$ cat config.mk
export PLATFORM = sky130hd
export DESIGN_NAME = tcp_tx_queue
export DESIGN_NICKNAME = d
export VERILOG_FILES = /design/src/tcp_conn_pkg.sv /design/src/tcp_queue_pkg.sv /design/src/tcp_data_buf.sv /design/src/tcp_pkt_builder.sv /design/src/tcp_pkt_info_ram.sv /design/src/tcp_queue_ctrl.sv /design/src/tcp_tx_queue.sv
export VERILOG_INCLUDE_DIRS = /design/src /design/src/src
export SDC_FILE = /design/constraint.sdc
export NUM_CORES = 2
export LEC_CHECK = 0
export ABC_AREA = 1
export BUFFER_PORTS_ARGS = -buffer_cell sky130_fd_sc_hd__buf_2
export CORE_ASPECT_RATIO = 1.5
export CORE_MARGIN = 1
export CORE_UTILIZATION = 55
export CTS_BUF_LIST = sky130_fd_sc_hd__clkbuf_8
export DETAILED_ROUTE_END_ITERATION = 8
export HOLD_SLACK_MARGIN = 0.03
export PLACE_DENSITY = 0.72
export SYNTH_ARGS = -nofsm -noshare
export SYNTH_HDL_FRONTEND = slang
export SYNTH_SLANG_ARGS = --single-unit
$ cat constraint.sdc
create_clock -name clk -period 28.5 [get_ports clk]
set_clock_uncertainty 0.2 [all_clocks]
set_input_delay 5.7 -clock clk [delete_from_list [all_inputs] [get_ports clk]]
set_output_delay 5.7 -clock clk [all_outputs]
set_load 0.05 [all_outputs]
$ cat src/tcp_queue_macros.svh
//*********************************************************************
// TCP transmit queue sizes and limits
// shared by the queue packages and every queue module
//*********************************************************************
`ifndef TCP_QUEUE_MACROS_SVH
`define TCP_QUEUE_MACROS_SVH

`define TXQ_MAX_PAYLOAD   16  // bytes per packet before a forced close
`define TXQ_WAIT_TICKS    8   // idle cycles that close a partial packet
`define TXQ_RETRANS_TICKS 64  // scan visits between offers of an unacked packet
`define TXQ_RETRANS_TRIES 2   // offers allowed before force_fin

// raw payload buffer, 2^aw bytes
`define TXQ_DATA_AW   8
`define TXQ_DATA_SIZE (1 << `TXQ_DATA_AW)

// packet-info table, 2^aw slots
`define TXQ_PKT_AW    3
`define TXQ_PKT_SLOTS (1 << `TXQ_PKT_AW)

`define TXQ_LEN_W   16 // packet length field
`define TXQ_TIMER_W 7  // holds TXQ_RETRANS_TICKS
`define TXQ_TRIES_W 4

`endif

$ cat src/tcp_conn_pkg.sv
//*********************************************************************
// TCP connection types
// values handed from connection management to the transmit path
//*********************************************************************
package tcp_conn_pkg;

  // 32-bit tcp sequence space, wraps freely
  typedef logic [31:0] seq_num_t;

  // transmission control block fields seen by the tx queue
  typedef struct packed {
    seq_num_t loc_seq_num; // initial local sequence
    seq_num_t rem_ack_num; // latest ack from remote
  } tcb_t;

endpackage : tcp_conn_pkg

$ cat src/tcp_queue_pkg.sv
//*********************************************************************
// TCP transmit queue types
// packet-info entry, transmit request and FSM state encodings
//*********************************************************************
`include "tcp_queue_macros.svh"

package tcp_queue_pkg;

  typedef logic [`TXQ_LEN_W-1:0]   len_t;
  typedef logic [`TXQ_TIMER_W-1:0] timer_t;
  typedef logic [`TXQ_TRIES_W-1:0] tries_t;

  // one slot of the packet-info table
  typedef struct packed {
    logic        present; // queued and not yet acked
    logic [31:0] start;   // seq of first byte
    logic [31:0] stop;    // ack expected for the whole packet
    len_t        length;  // bytes
    logic [31:0] chsum;   // unreduced sum of 16-bit payload words
    timer_t      timer;   // scan visits since last offer
    tries_t      tries;   // offers made so far
  } pkt_info_t;

  // packet offered to the transmitter
  typedef struct packed {
    logic [31:0] seq;
    len_t        len;
    logic [31:0] chsum;
  } tx_req_t;

  typedef enum logic {
    build_idle,
    build_collect
  } build_state_e;

  typedef enum logic [2:0] {
    q_scan, q_read, q_check, q_next, q_wait, q_retrans, q_flush
  } queue_state_e;

endpackage : tcp_queue_pkg

$ cat src/tcp_data_buf.sv
//*********************************************************************
// TCP raw payload buffer
// circular byte RAM written in sequence order, freed by the ack
// of the last released packet, read back by the transmitter
//*********************************************************************
`timescale 1ns/1ps
`include "tcp_queue_macros.svh"

module tcp_data_buf (
  input  logic                    clk,
  input  logic                    rst,
  input  logic                    wr_v,
  input  logic [7:0]              wr_d,
  input  logic [31:0]             seq,     // next seq to be written
  input  logic [31:0]             isn,
  input  logic [31:0]             ack,     // everything before this is free
  input  logic [`TXQ_DATA_AW-1:0] rd_addr,
  output logic [7:0]              rd_q,
  output logic                    full
);

  logic [7:0]              mem [0:`TXQ_DATA_SIZE-1];
  logic [`TXQ_DATA_AW-1:0] wr_ptr;
  logic [31:0]             used;  // bytes held and not yet acked
  logic [31:0]             space;

  assign used  = seq - ack;
  assign space = 32'(`TXQ_DATA_SIZE) - used;
  assign full  = space[31] || (space == 32'h0); // negative counts as full too

  // write pointer tracks low bits of seq
  always_ff @(posedge clk) begin
    if (rst) begin
      wr_ptr <= isn[`TXQ_DATA_AW-1:0];
    end else if (wr_v) begin
      wr_ptr <= wr_ptr + 1'b1;
    end
  end

  always_ff @(posedge clk) begin
    if (wr_v) begin
      mem[wr_ptr] <= wr_d;
    end
  end

  always_ff @(posedge clk) begin
    rd_q <= mem[rd_addr]; // one cycle read latency
  end

endmodule : tcp_data_buf

$ cat src/tcp_pkt_builder.sv
//*********************************************************************
// TCP packet builder
// counts payload bytes, sums 16-bit words and closes a packet on
// idle timeout, max length, full buffer or send request
//*********************************************************************
`timescale 1ns/1ps
`include "tcp_queue_macros.svh"

module tcp_pkt_builder (
  input  logic                      clk,
  input  logic                      rst,
  input  logic                      flush,
  input  logic [7:0]                in_d,
  input  logic                      in_v,
  input  logic                      snd,
  input  logic [31:0]               isn,
  input  logic [`TXQ_PKT_AW:0]      free_ptr,
  input  logic                      buf_full,
  output logic [31:0]               cur_seq,
  output tcp_queue_pkg::pkt_info_t  new_pkt,
  output logic [`TXQ_PKT_AW-1:0]    new_addr,
  output logic                      load,
  output logic                      build_busy,
  output logic                      slots_full
);
  import tcp_queue_pkg::*;

  build_state_e                          state;
  len_t                                  ctr;      // bytes in open packet
  logic [$clog2(`TXQ_WAIT_TICKS + 1)-1:0] idle_cnt;
  logic [31:0]                           chsum;    // complete word pairs only
  logic [7:0]                            odd_byte; // high byte waiting for its pair
  logic [`TXQ_PKT_AW:0]                  slot_ptr;
  logic [`TXQ_PKT_AW:0]                  occ;
  logic                                  close;
  logic                                  open_pkt;

  assign occ        = slot_ptr - free_ptr;
  assign slots_full = occ[`TXQ_PKT_AW]; // whole table ahead of the free pointer
  assign new_addr   = slot_ptr[`TXQ_PKT_AW-1:0];

  // no close while a load is in flight or no slot is left
  assign close = (state == build_collect) && !load && !slots_full &&
                 ((idle_cnt == `TXQ_WAIT_TICKS) || (ctr == `TXQ_MAX_PAYLOAD) ||
                  buf_full || snd);
  assign open_pkt   = in_v && ((state == build_idle) || close); // byte starts a packet
  assign build_busy = close || load;

  always_ff @(posedge clk) begin
    if (rst) begin
      cur_seq <= isn;
    end else if (in_v) begin
      cur_seq <= cur_seq + 32'd1;
    end
  end

  // word sum, big-endian pairs
  always_ff @(posedge clk) begin
    if (open_pkt) begin
      chsum    <= '0;
      odd_byte <= in_d;
    end else if (in_v) begin
      if (ctr[0]) chsum <= chsum + {16'h0, odd_byte, in_d};
      else        odd_byte <= in_d;
    end
  end

  // entry snapshot, written into the table one cycle later
  always_ff @(posedge clk) begin
    if (close) begin
      new_pkt.present <= 1'b1;
      new_pkt.start   <= cur_seq - 32'(ctr);
      new_pkt.stop    <= cur_seq;  // expected ack
      new_pkt.length  <= ctr;
      new_pkt.chsum   <= chsum + (ctr[0] ? {16'h0, odd_byte, 8'h00} : 32'h0);
      new_pkt.timer   <= timer_t'(`TXQ_RETRANS_TICKS); // first offer goes out at once
      new_pkt.tries   <= '0;
    end
  end

  always_ff @(posedge clk) begin
    if (rst || flush) begin
      state    <= build_idle;
      ctr      <= '0;
      idle_cnt <= '0;
      load     <= 1'b0;
      slot_ptr <= '0;
    end else begin
      load <= close;
      if (load) slot_ptr <= slot_ptr + 1'b1;
      if (open_pkt) begin
        state    <= build_collect;
        ctr      <= len_t'(1);
        idle_cnt <= '0;
      end else if (close) begin
        state    <= build_idle;
        ctr      <= '0;
        idle_cnt <= '0;
      end else if (state == build_collect) begin
        if (in_v) begin
          ctr      <= ctr + 1'b1;
          idle_cnt <= '0; // any byte restarts the wait
        end else if (idle_cnt != `TXQ_WAIT_TICKS) begin
          idle_cnt <= idle_cnt + 1'b1;
        end
      end
    end
  end

endmodule : tcp_pkt_builder

$ cat src/tcp_pkt_info_ram.sv
//*********************************************************************
// TCP packet-info table
// add port written by the builder, update port read and written
// by the scan controller, both reads registered
//*********************************************************************
`timescale 1ns/1ps
`include "tcp_queue_macros.svh"

module tcp_pkt_info_ram (
  input  logic                      clk,
  input  logic                      load,
  input  logic [`TXQ_PKT_AW-1:0]    new_addr,
  input  tcp_queue_pkg::pkt_info_t  new_pkt,
  input  logic                      upd,
  input  logic [`TXQ_PKT_AW-1:0]    upd_addr,
  input  tcp_queue_pkg::pkt_info_t  upd_pkt,
  output tcp_queue_pkg::pkt_info_t  upd_q
);
  import tcp_queue_pkg::*;

  pkt_info_t tbl [0:`TXQ_PKT_SLOTS-1];

  // every slot starts absent
  initial begin
    for (int i = 0; i < `TXQ_PKT_SLOTS; i++) begin
      tbl[i] = '0;
    end
  end

  // both writes in one process, builder and controller never hit one slot
  always @(posedge clk) begin
    if (load) begin
      tbl[new_addr] <= new_pkt;
    end
    if (upd) begin
      tbl[upd_addr] <= upd_pkt;
      upd_q         <= upd_pkt; // write-through on update
    end else begin
      upd_q <= tbl[upd_addr];
    end
  end

endmodule : tcp_pkt_info_ram

$ cat src/tcp_queue_ctrl.sv
//*********************************************************************
// TCP queue scan controller
// walks the packet-info table, frees acked entries in order, offers
// expired ones to the transmitter and clears the table on flush
//*********************************************************************
`timescale 1ns/1ps
`include "tcp_queue_macros.svh"

module tcp_queue_ctrl (
  input  logic                      clk,
  input  logic                      rst,
  input  logic                      flush_queue,
  input  logic [31:0]               rem_ack,
  input  logic [31:0]               rst_ack,
  input  tcp_queue_pkg::pkt_info_t  upd_q,
  input  logic                      build_busy,
  input  logic                      tx_busy,
  input  logic                      tx_done,
  output logic                      upd,
  output logic [`TXQ_PKT_AW-1:0]    upd_addr,
  output tcp_queue_pkg::pkt_info_t  upd_pkt,
  output logic [31:0]               free_ack,
  output logic [`TXQ_PKT_AW:0]      free_ptr,
  output tcp_queue_pkg::tx_req_t    tx_req,
  output logic                      pending,
  output logic                      force_fin,
  output logic                      queue_flushed
);
  import tcp_queue_pkg::*;

  queue_state_e         state;
  pkt_info_t            cur;       // entry under inspection
  logic [31:0]          ack_diff;  // stop minus remote ack
  logic                 ack_done;
  logic                 acked;
  logic                 free_hit;
  logic                 retrans_hit;
  logic [`TXQ_PKT_AW:0] flush_ctr;

  assign ack_done = ack_diff[31] || (ack_diff == 32'h0); // zero or negative

  always_ff @(posedge clk) begin
    if (state == q_scan) begin
      cur      <= upd_q;
      ack_diff <= upd_q.stop - rem_ack;
    end
  end

  always_ff @(posedge clk) begin
    if (rst) begin
      state         <= q_scan;
      upd           <= 1'b0;
      upd_addr      <= '0;
      free_ptr      <= '0;
      free_ack      <= rst_ack;
      pending       <= 1'b0;
      force_fin     <= 1'b0;
      queue_flushed <= 1'b0;
      flush_ctr     <= '0;
      acked         <= 1'b0;
      free_hit      <= 1'b0;
      retrans_hit   <= 1'b0;
    end else begin
      case (state)
        q_scan: begin // upd_q holds the slot at upd_addr
          queue_flushed <= 1'b0;
          if (flush_queue) begin
            state     <= q_flush;
            flush_ctr <= '0;
            free_ptr  <= '0;
            pending   <= 1'b0;
          end else if (upd_q.present) begin
            state <= q_read;
          end else begin
            upd_addr <= upd_addr + 1'b1;
            state    <= q_wait; // let the new read settle
          end
        end
        q_read: begin
          acked <= ack_done;
          // free only the oldest slot so free_ptr stays in step with the builder
          free_hit    <= ack_done && (upd_addr == free_ptr[`TXQ_PKT_AW-1:0]);
          retrans_hit <= !ack_done && (cur.timer == timer_t'(`TXQ_RETRANS_TICKS));
          state       <= q_check;
        end
        q_check: begin
          if (!tx_busy && !build_busy) begin // hold off transmitter and loads
            upd     <= 1'b1;
            upd_pkt <= cur;
            if (free_hit) begin
              upd_pkt <= '0;
              state   <= q_next;
            end else if (retrans_hit) begin
              upd_pkt.timer <= '0;
              upd_pkt.tries <= cur.tries + 1'b1;
              tx_req.seq    <= cur.start;
              tx_req.len    <= cur.length;
              tx_req.chsum  <= cur.chsum;
              pending       <= 1'b1;
              if (cur.tries == tries_t'(`TXQ_RETRANS_TRIES)) force_fin <= 1'b1;
              state <= q_retrans;
            end else begin
              if (!acked) upd_pkt.timer <= cur.timer + 1'b1; // acked but not oldest waits as is
              state <= q_next;
            end
          end
        end
        q_retrans: begin
          upd <= 1'b0; // entry write lands in this cycle
          if (tx_done) begin
            pending <= 1'b0;
            state   <= q_next;
          end
        end
        q_next: begin
          upd      <= 1'b0;
          upd_addr <= upd_addr + 1'b1;
          if (free_hit) begin
            free_ptr <= free_ptr + 1'b1;
            free_ack <= cur.stop; // release buffer up to this packet
          end
          state <= q_wait;
        end
        q_wait: begin
          state <= q_scan;
        end
        q_flush: begin
          upd_pkt <= '0;
          if (!flush_ctr[`TXQ_PKT_AW]) begin // one clear per slot
            upd_addr  <= flush_ctr[`TXQ_PKT_AW-1:0];
            upd       <= 1'b1;
            flush_ctr <= flush_ctr + 1'b1;
          end else if (upd) begin // last slot written this cycle
            upd           <= 1'b0;
            queue_flushed <= 1'b1;
          end else begin
            queue_flushed <= 1'b0;
            upd_addr      <= '0;
            if (!flush_queue) state <= q_wait; // hold until request drops
          end
        end
        default: begin
          state <= q_scan;
        end
      endcase
    end
  end

endmodule : tcp_queue_ctrl

$ cat src/tcp_tx_queue.sv
//*********************************************************************
// TCP transmit queue
// payload buffer, packet-info table, packet builder and scan
// controller behind one user and one transmitter interface
//*********************************************************************
`timescale 1ns/1ps
`include "tcp_queue_macros.svh"

module tcp_tx_queue (
  input  logic                    clk,
  input  logic                    rst,
  input  logic [7:0]              in_d,
  input  logic                    in_v,
  output logic                    cts,
  input  logic                    snd,
  input  tcp_conn_pkg::tcb_t      tcb,
  input  logic                    connected,
  input  logic                    tx_busy,
  input  logic                    tx_done,
  input  logic [`TXQ_DATA_AW-1:0] addr,
  output logic [7:0]              data,
  output logic                    pending,
  output tcp_queue_pkg::tx_req_t  tx_req,
  output logic                    force_fin,
  input  logic                    flush_queue,
  output logic                    queue_flushed
);
  import tcp_queue_pkg::*;

  logic                   connected_q;
  logic                   conn_rst;   // rst or connection edge
  pkt_info_t              new_pkt, upd_pkt, upd_q;
  logic [`TXQ_PKT_AW-1:0] new_addr, upd_addr;
  logic [`TXQ_PKT_AW:0]   free_ptr;
  logic [31:0]            cur_seq, free_ack;
  logic                   load, upd, build_busy, slots_full, buf_full;

  always_ff @(posedge clk) begin
    connected_q <= connected;
    conn_rst    <= rst || (connected_q != connected);
  end

  assign cts = connected && !slots_full && !buf_full;

  tcp_data_buf u_data_buf (
    .clk(clk), .rst(conn_rst), .wr_v(in_v), .wr_d(in_d),
    .seq(cur_seq), .isn(tcb.loc_seq_num), .ack(free_ack),
    .rd_addr(addr), .rd_q(data), .full(buf_full)
  );

  tcp_pkt_info_ram u_pkt_info_ram (
    .clk(clk), .load(load), .new_addr(new_addr), .new_pkt(new_pkt),
    .upd(upd), .upd_addr(upd_addr), .upd_pkt(upd_pkt), .upd_q(upd_q)
  );

  tcp_pkt_builder u_pkt_builder (
    .clk(clk), .rst(conn_rst), .flush(flush_queue),
    .in_d(in_d), .in_v(in_v), .snd(snd), .isn(tcb.loc_seq_num),
    .free_ptr(free_ptr), .buf_full(buf_full), .cur_seq(cur_seq),
    .new_pkt(new_pkt), .new_addr(new_addr), .load(load),
    .build_busy(build_busy), .slots_full(slots_full)
  );

  tcp_queue_ctrl u_queue_ctrl (
    .clk(clk), .rst(conn_rst), .flush_queue(flush_queue),
    .rem_ack(tcb.rem_ack_num), .rst_ack(tcb.rem_ack_num), .upd_q(upd_q),
    .build_busy(build_busy), .tx_busy(tx_busy), .tx_done(tx_done),
    .upd(upd), .upd_addr(upd_addr), .upd_pkt(upd_pkt),
    .free_ack(free_ack), .free_ptr(free_ptr), .tx_req(tx_req),
    .pending(pending), .force_fin(force_fin), .queue_flushed(queue_flushed)
  );

endmodule : tcp_tx_queue
==> reports/summary.txt <==
Worst EP arrival = 6290 ps
Top post-synthesis cells by area = edfxtp_1 67%, o21ai_0 7.6%, nor2_1 4.7%, nand2_1 4.5%, dfxtp_1 2.6%
Core box area = 291600 sq um
Largest area contributor in the netlist = edfxtp_1
Number of global-route vias before repair = 108.2k
CTS H-tree depth = 6
Pre-antenna DRT Iters = 6
Ports = 180
Wire length on met2 = 228700 microns
CTS-repair resized insts = 0
GR Util All Layers = 31.18%
Dpl cells = 17.24k
Worst path required time = 22600 ps
Metal-1 WL = 160100 microns
Syn Nets = 14.32k
DR DRC count = 0
P&R area growth vs syn = 9.005%
Top cells by count, synth = 3592 x edfxtp_1, 2447 x o21ai_0, 2030 x nor2_1, 1910 x nand2_1, 742 x clkbuf_1
Synth Warn # = 0
Clock Path Buffers = 4
Final Max Slew Viols = 0
PwrDens = 69.71 nW/um^2
Avg Inst Size Synth = 11.44 sq um
Top layer in use = met5
RSZ-0062 raised after global routing = no
CP max FO = 3
Vias/cell = 6.180
Finished Layout Cells = 18.29k
Register area share after synthesis = 69.62%
CTS hold repair buffers = 0
Max frequency = 82.03 MHz
Clk pin slew, worst setup/hold paths = 80 ps
Clock root cell = clkbuf_8
Drt total wl = 470400 microns
Post-synth EDFFs = 3592
Crit share post-route = 42.77%
CTS tree = done
Chip width = 443.8 microns
Total die area = 295000 sq um
Leak = 62.52 nW
Rows = 243
Outcome = completed
Max IR drop VDD = 45.72 uV
Cts bufs inserted = 567
Synthesized flop and latch total = 3805
Fraction of registers with async set/reset = 0%
Mapped cell area = 161100 sq um
Final hold violation count = 0
Port-buffer cells = 179
Max Cap Viol = 0
Post-CTS Setup Repair Bufs = 0
Clk_lat worst skew = 1110 ps
Setup violations, final = 0
Final net count = 14.25k
Post-synthesis cell count = 14.08k
Post-synth cell types = 60
Drt wl/cell = 25.72 microns
CP Class = in -> out
Ys flop type = edfxtp_1
CP Capture Type = primary output
Setup TNS = 0 ps
Startpoint types = primary input
CTS sink count = 3805
Met3 routed WL = 44300 microns
Antenna viol nets, final = 0
Initial cell density of the core = 55.24%
Grt ovf = 0
Slew margin rel. = 6.634%
Via count = 113.0k
DRT iter0 DRCs = 12.84k
Min Tclk post-route = 12190 ps
Die Span Y = 664.8 microns
Worst-margin pin slew = 1396 ps
Layout cell share with drive strength beyond 1 = 8.303%
Placer congestion estimate = 1.013
First-pass GRT wire length = 685500 microns
Detailed Place HPWL = 273900 microns
Yosys top cell area share = 66.97%
Most common cell in the synthesized netlist = edfxtp_1
Worst hold path class = reg -> reg
Initial antenna violation count = 31
Largest net degree at the start of global routing = 193
## registers in the layout (all words and copies together), names as in the netlist, 80 cells and up
signal and flops:
u_data_buf.mem 2048, u_pkt_builder.new_pkt 112, u_pkt_info_ram.tbl 992, u_pkt_info_ram.upd_q 124
u_queue_ctrl.cur 124, u_queue_ctrl.tx_req 80, u_queue_ctrl.upd_pkt 124
## cell usage in the layout, fill, tap and decap left out, types with 17 or more instances in the layout
cell type / instances
a21oi_1: 382
a221oi_1: 31
a22o_1: 223
a31oi_1: 138
buf_12: 17
buf_2: 167
buf_4: 168
bufinv_16: 24
clkbuf_8: 612
clkinv_1: 121
clkinv_2: 70
clkinvlp_4: 22
dfxtp_1: 210
diode_2: 42
edfxtp_1: 3592
ha_1: 151
inv_1: 786
inv_6: 17
inv_8: 18
nand2_1: 1903
nand3_1: 226
nand4_1: 49
nor2_1: 2026
nor3_1: 58
nor4_1: 25
o21ai_0: 2440
o22ai_1: 645
o32ai_1: 27
xnor2_1: 36
xor2_1: 95
## worst max-delay path, stage by stage
cell     delay [ps]
buf_2           110
nand3_1          80
nor2_1          120
buf_2           280
## cells by family after synthesis
logic type	after synthesis	share of synthesized area (%)
adder cells (fa/ha/maj)	156	1.235
XOR/XNOR	132	0.7178
AND/OR/NAND/NOR	4351	10.59
buffers and inverters	1659	4.094
AO/OA/AOI/OAI	3972	13.74
flip-flops	3805	69.62
## metal layers
metal	up-vias	global-route usage [%]
li1	50470	-
met1	54500	36.45
met2	6572	52.17
met3	1469	5.012
met4	14	22.72
met5	-	0
## layout make-up
type	count	area [sq um]
diodes	42	105.1
clock buffers	611	8409
clock inverters	402	2434
fillers	22790	116000
inverters	660	2591
multi-input cells	8611	42530
flip-flops and latches	3805	112100
well taps	3797	4751
repair buffers	363	2601
## where the power goes
part	switching, W	internal (W)
combinational	0.000977	0.000385
sequential	0.000141	0.00639
clock	0.00214	0.00221
total	0.00325	0.00898
## stage by stage
| stage | worst slack (ps) | power [W] | util, % | hold slack [ps] | area [sq um] |
|---|---|---|---|---|---|
| 2_1_floorplan | 15990 | 0.007426 | - | 185.5 | 161100 |
| 3_3_place_gp | 16340 | 0.007947 | 56.45 | 185.5 | 164600 |
| 3_5_place_dp | 16310 | 0.007973 | 56.45 | 188.7 | 164600 |
| 4_1_cts | 16310 | 0.01223 | 60.17 | 177.9 | 175400 |
| 5_1_grt | 16250 | 0.01260 | 60.20 | 187.1 | 175500 |
| 6_report | 16310 | 0.01224 | 60.21 | 178.7 | 175600 |
## path summary, 6_finish.rpt
path / from / to / slack (ps) / depth (start not counted)
max: connected / cts / 16310 / 4
min: u_pkt_info_ram.upd_q[40] / u_queue_ctrl.cur[40] / 180 / 0
max reg2reg: u_pkt_builder.cur_seq[23] / u_queue_ctrl.upd_pkt[52] / 21220 / 20
min reg2reg: u_pkt_info_ram.upd_q[40] / u_queue_ctrl.cur[40] / 180 / 0
(Power assumes the default switching activity.)
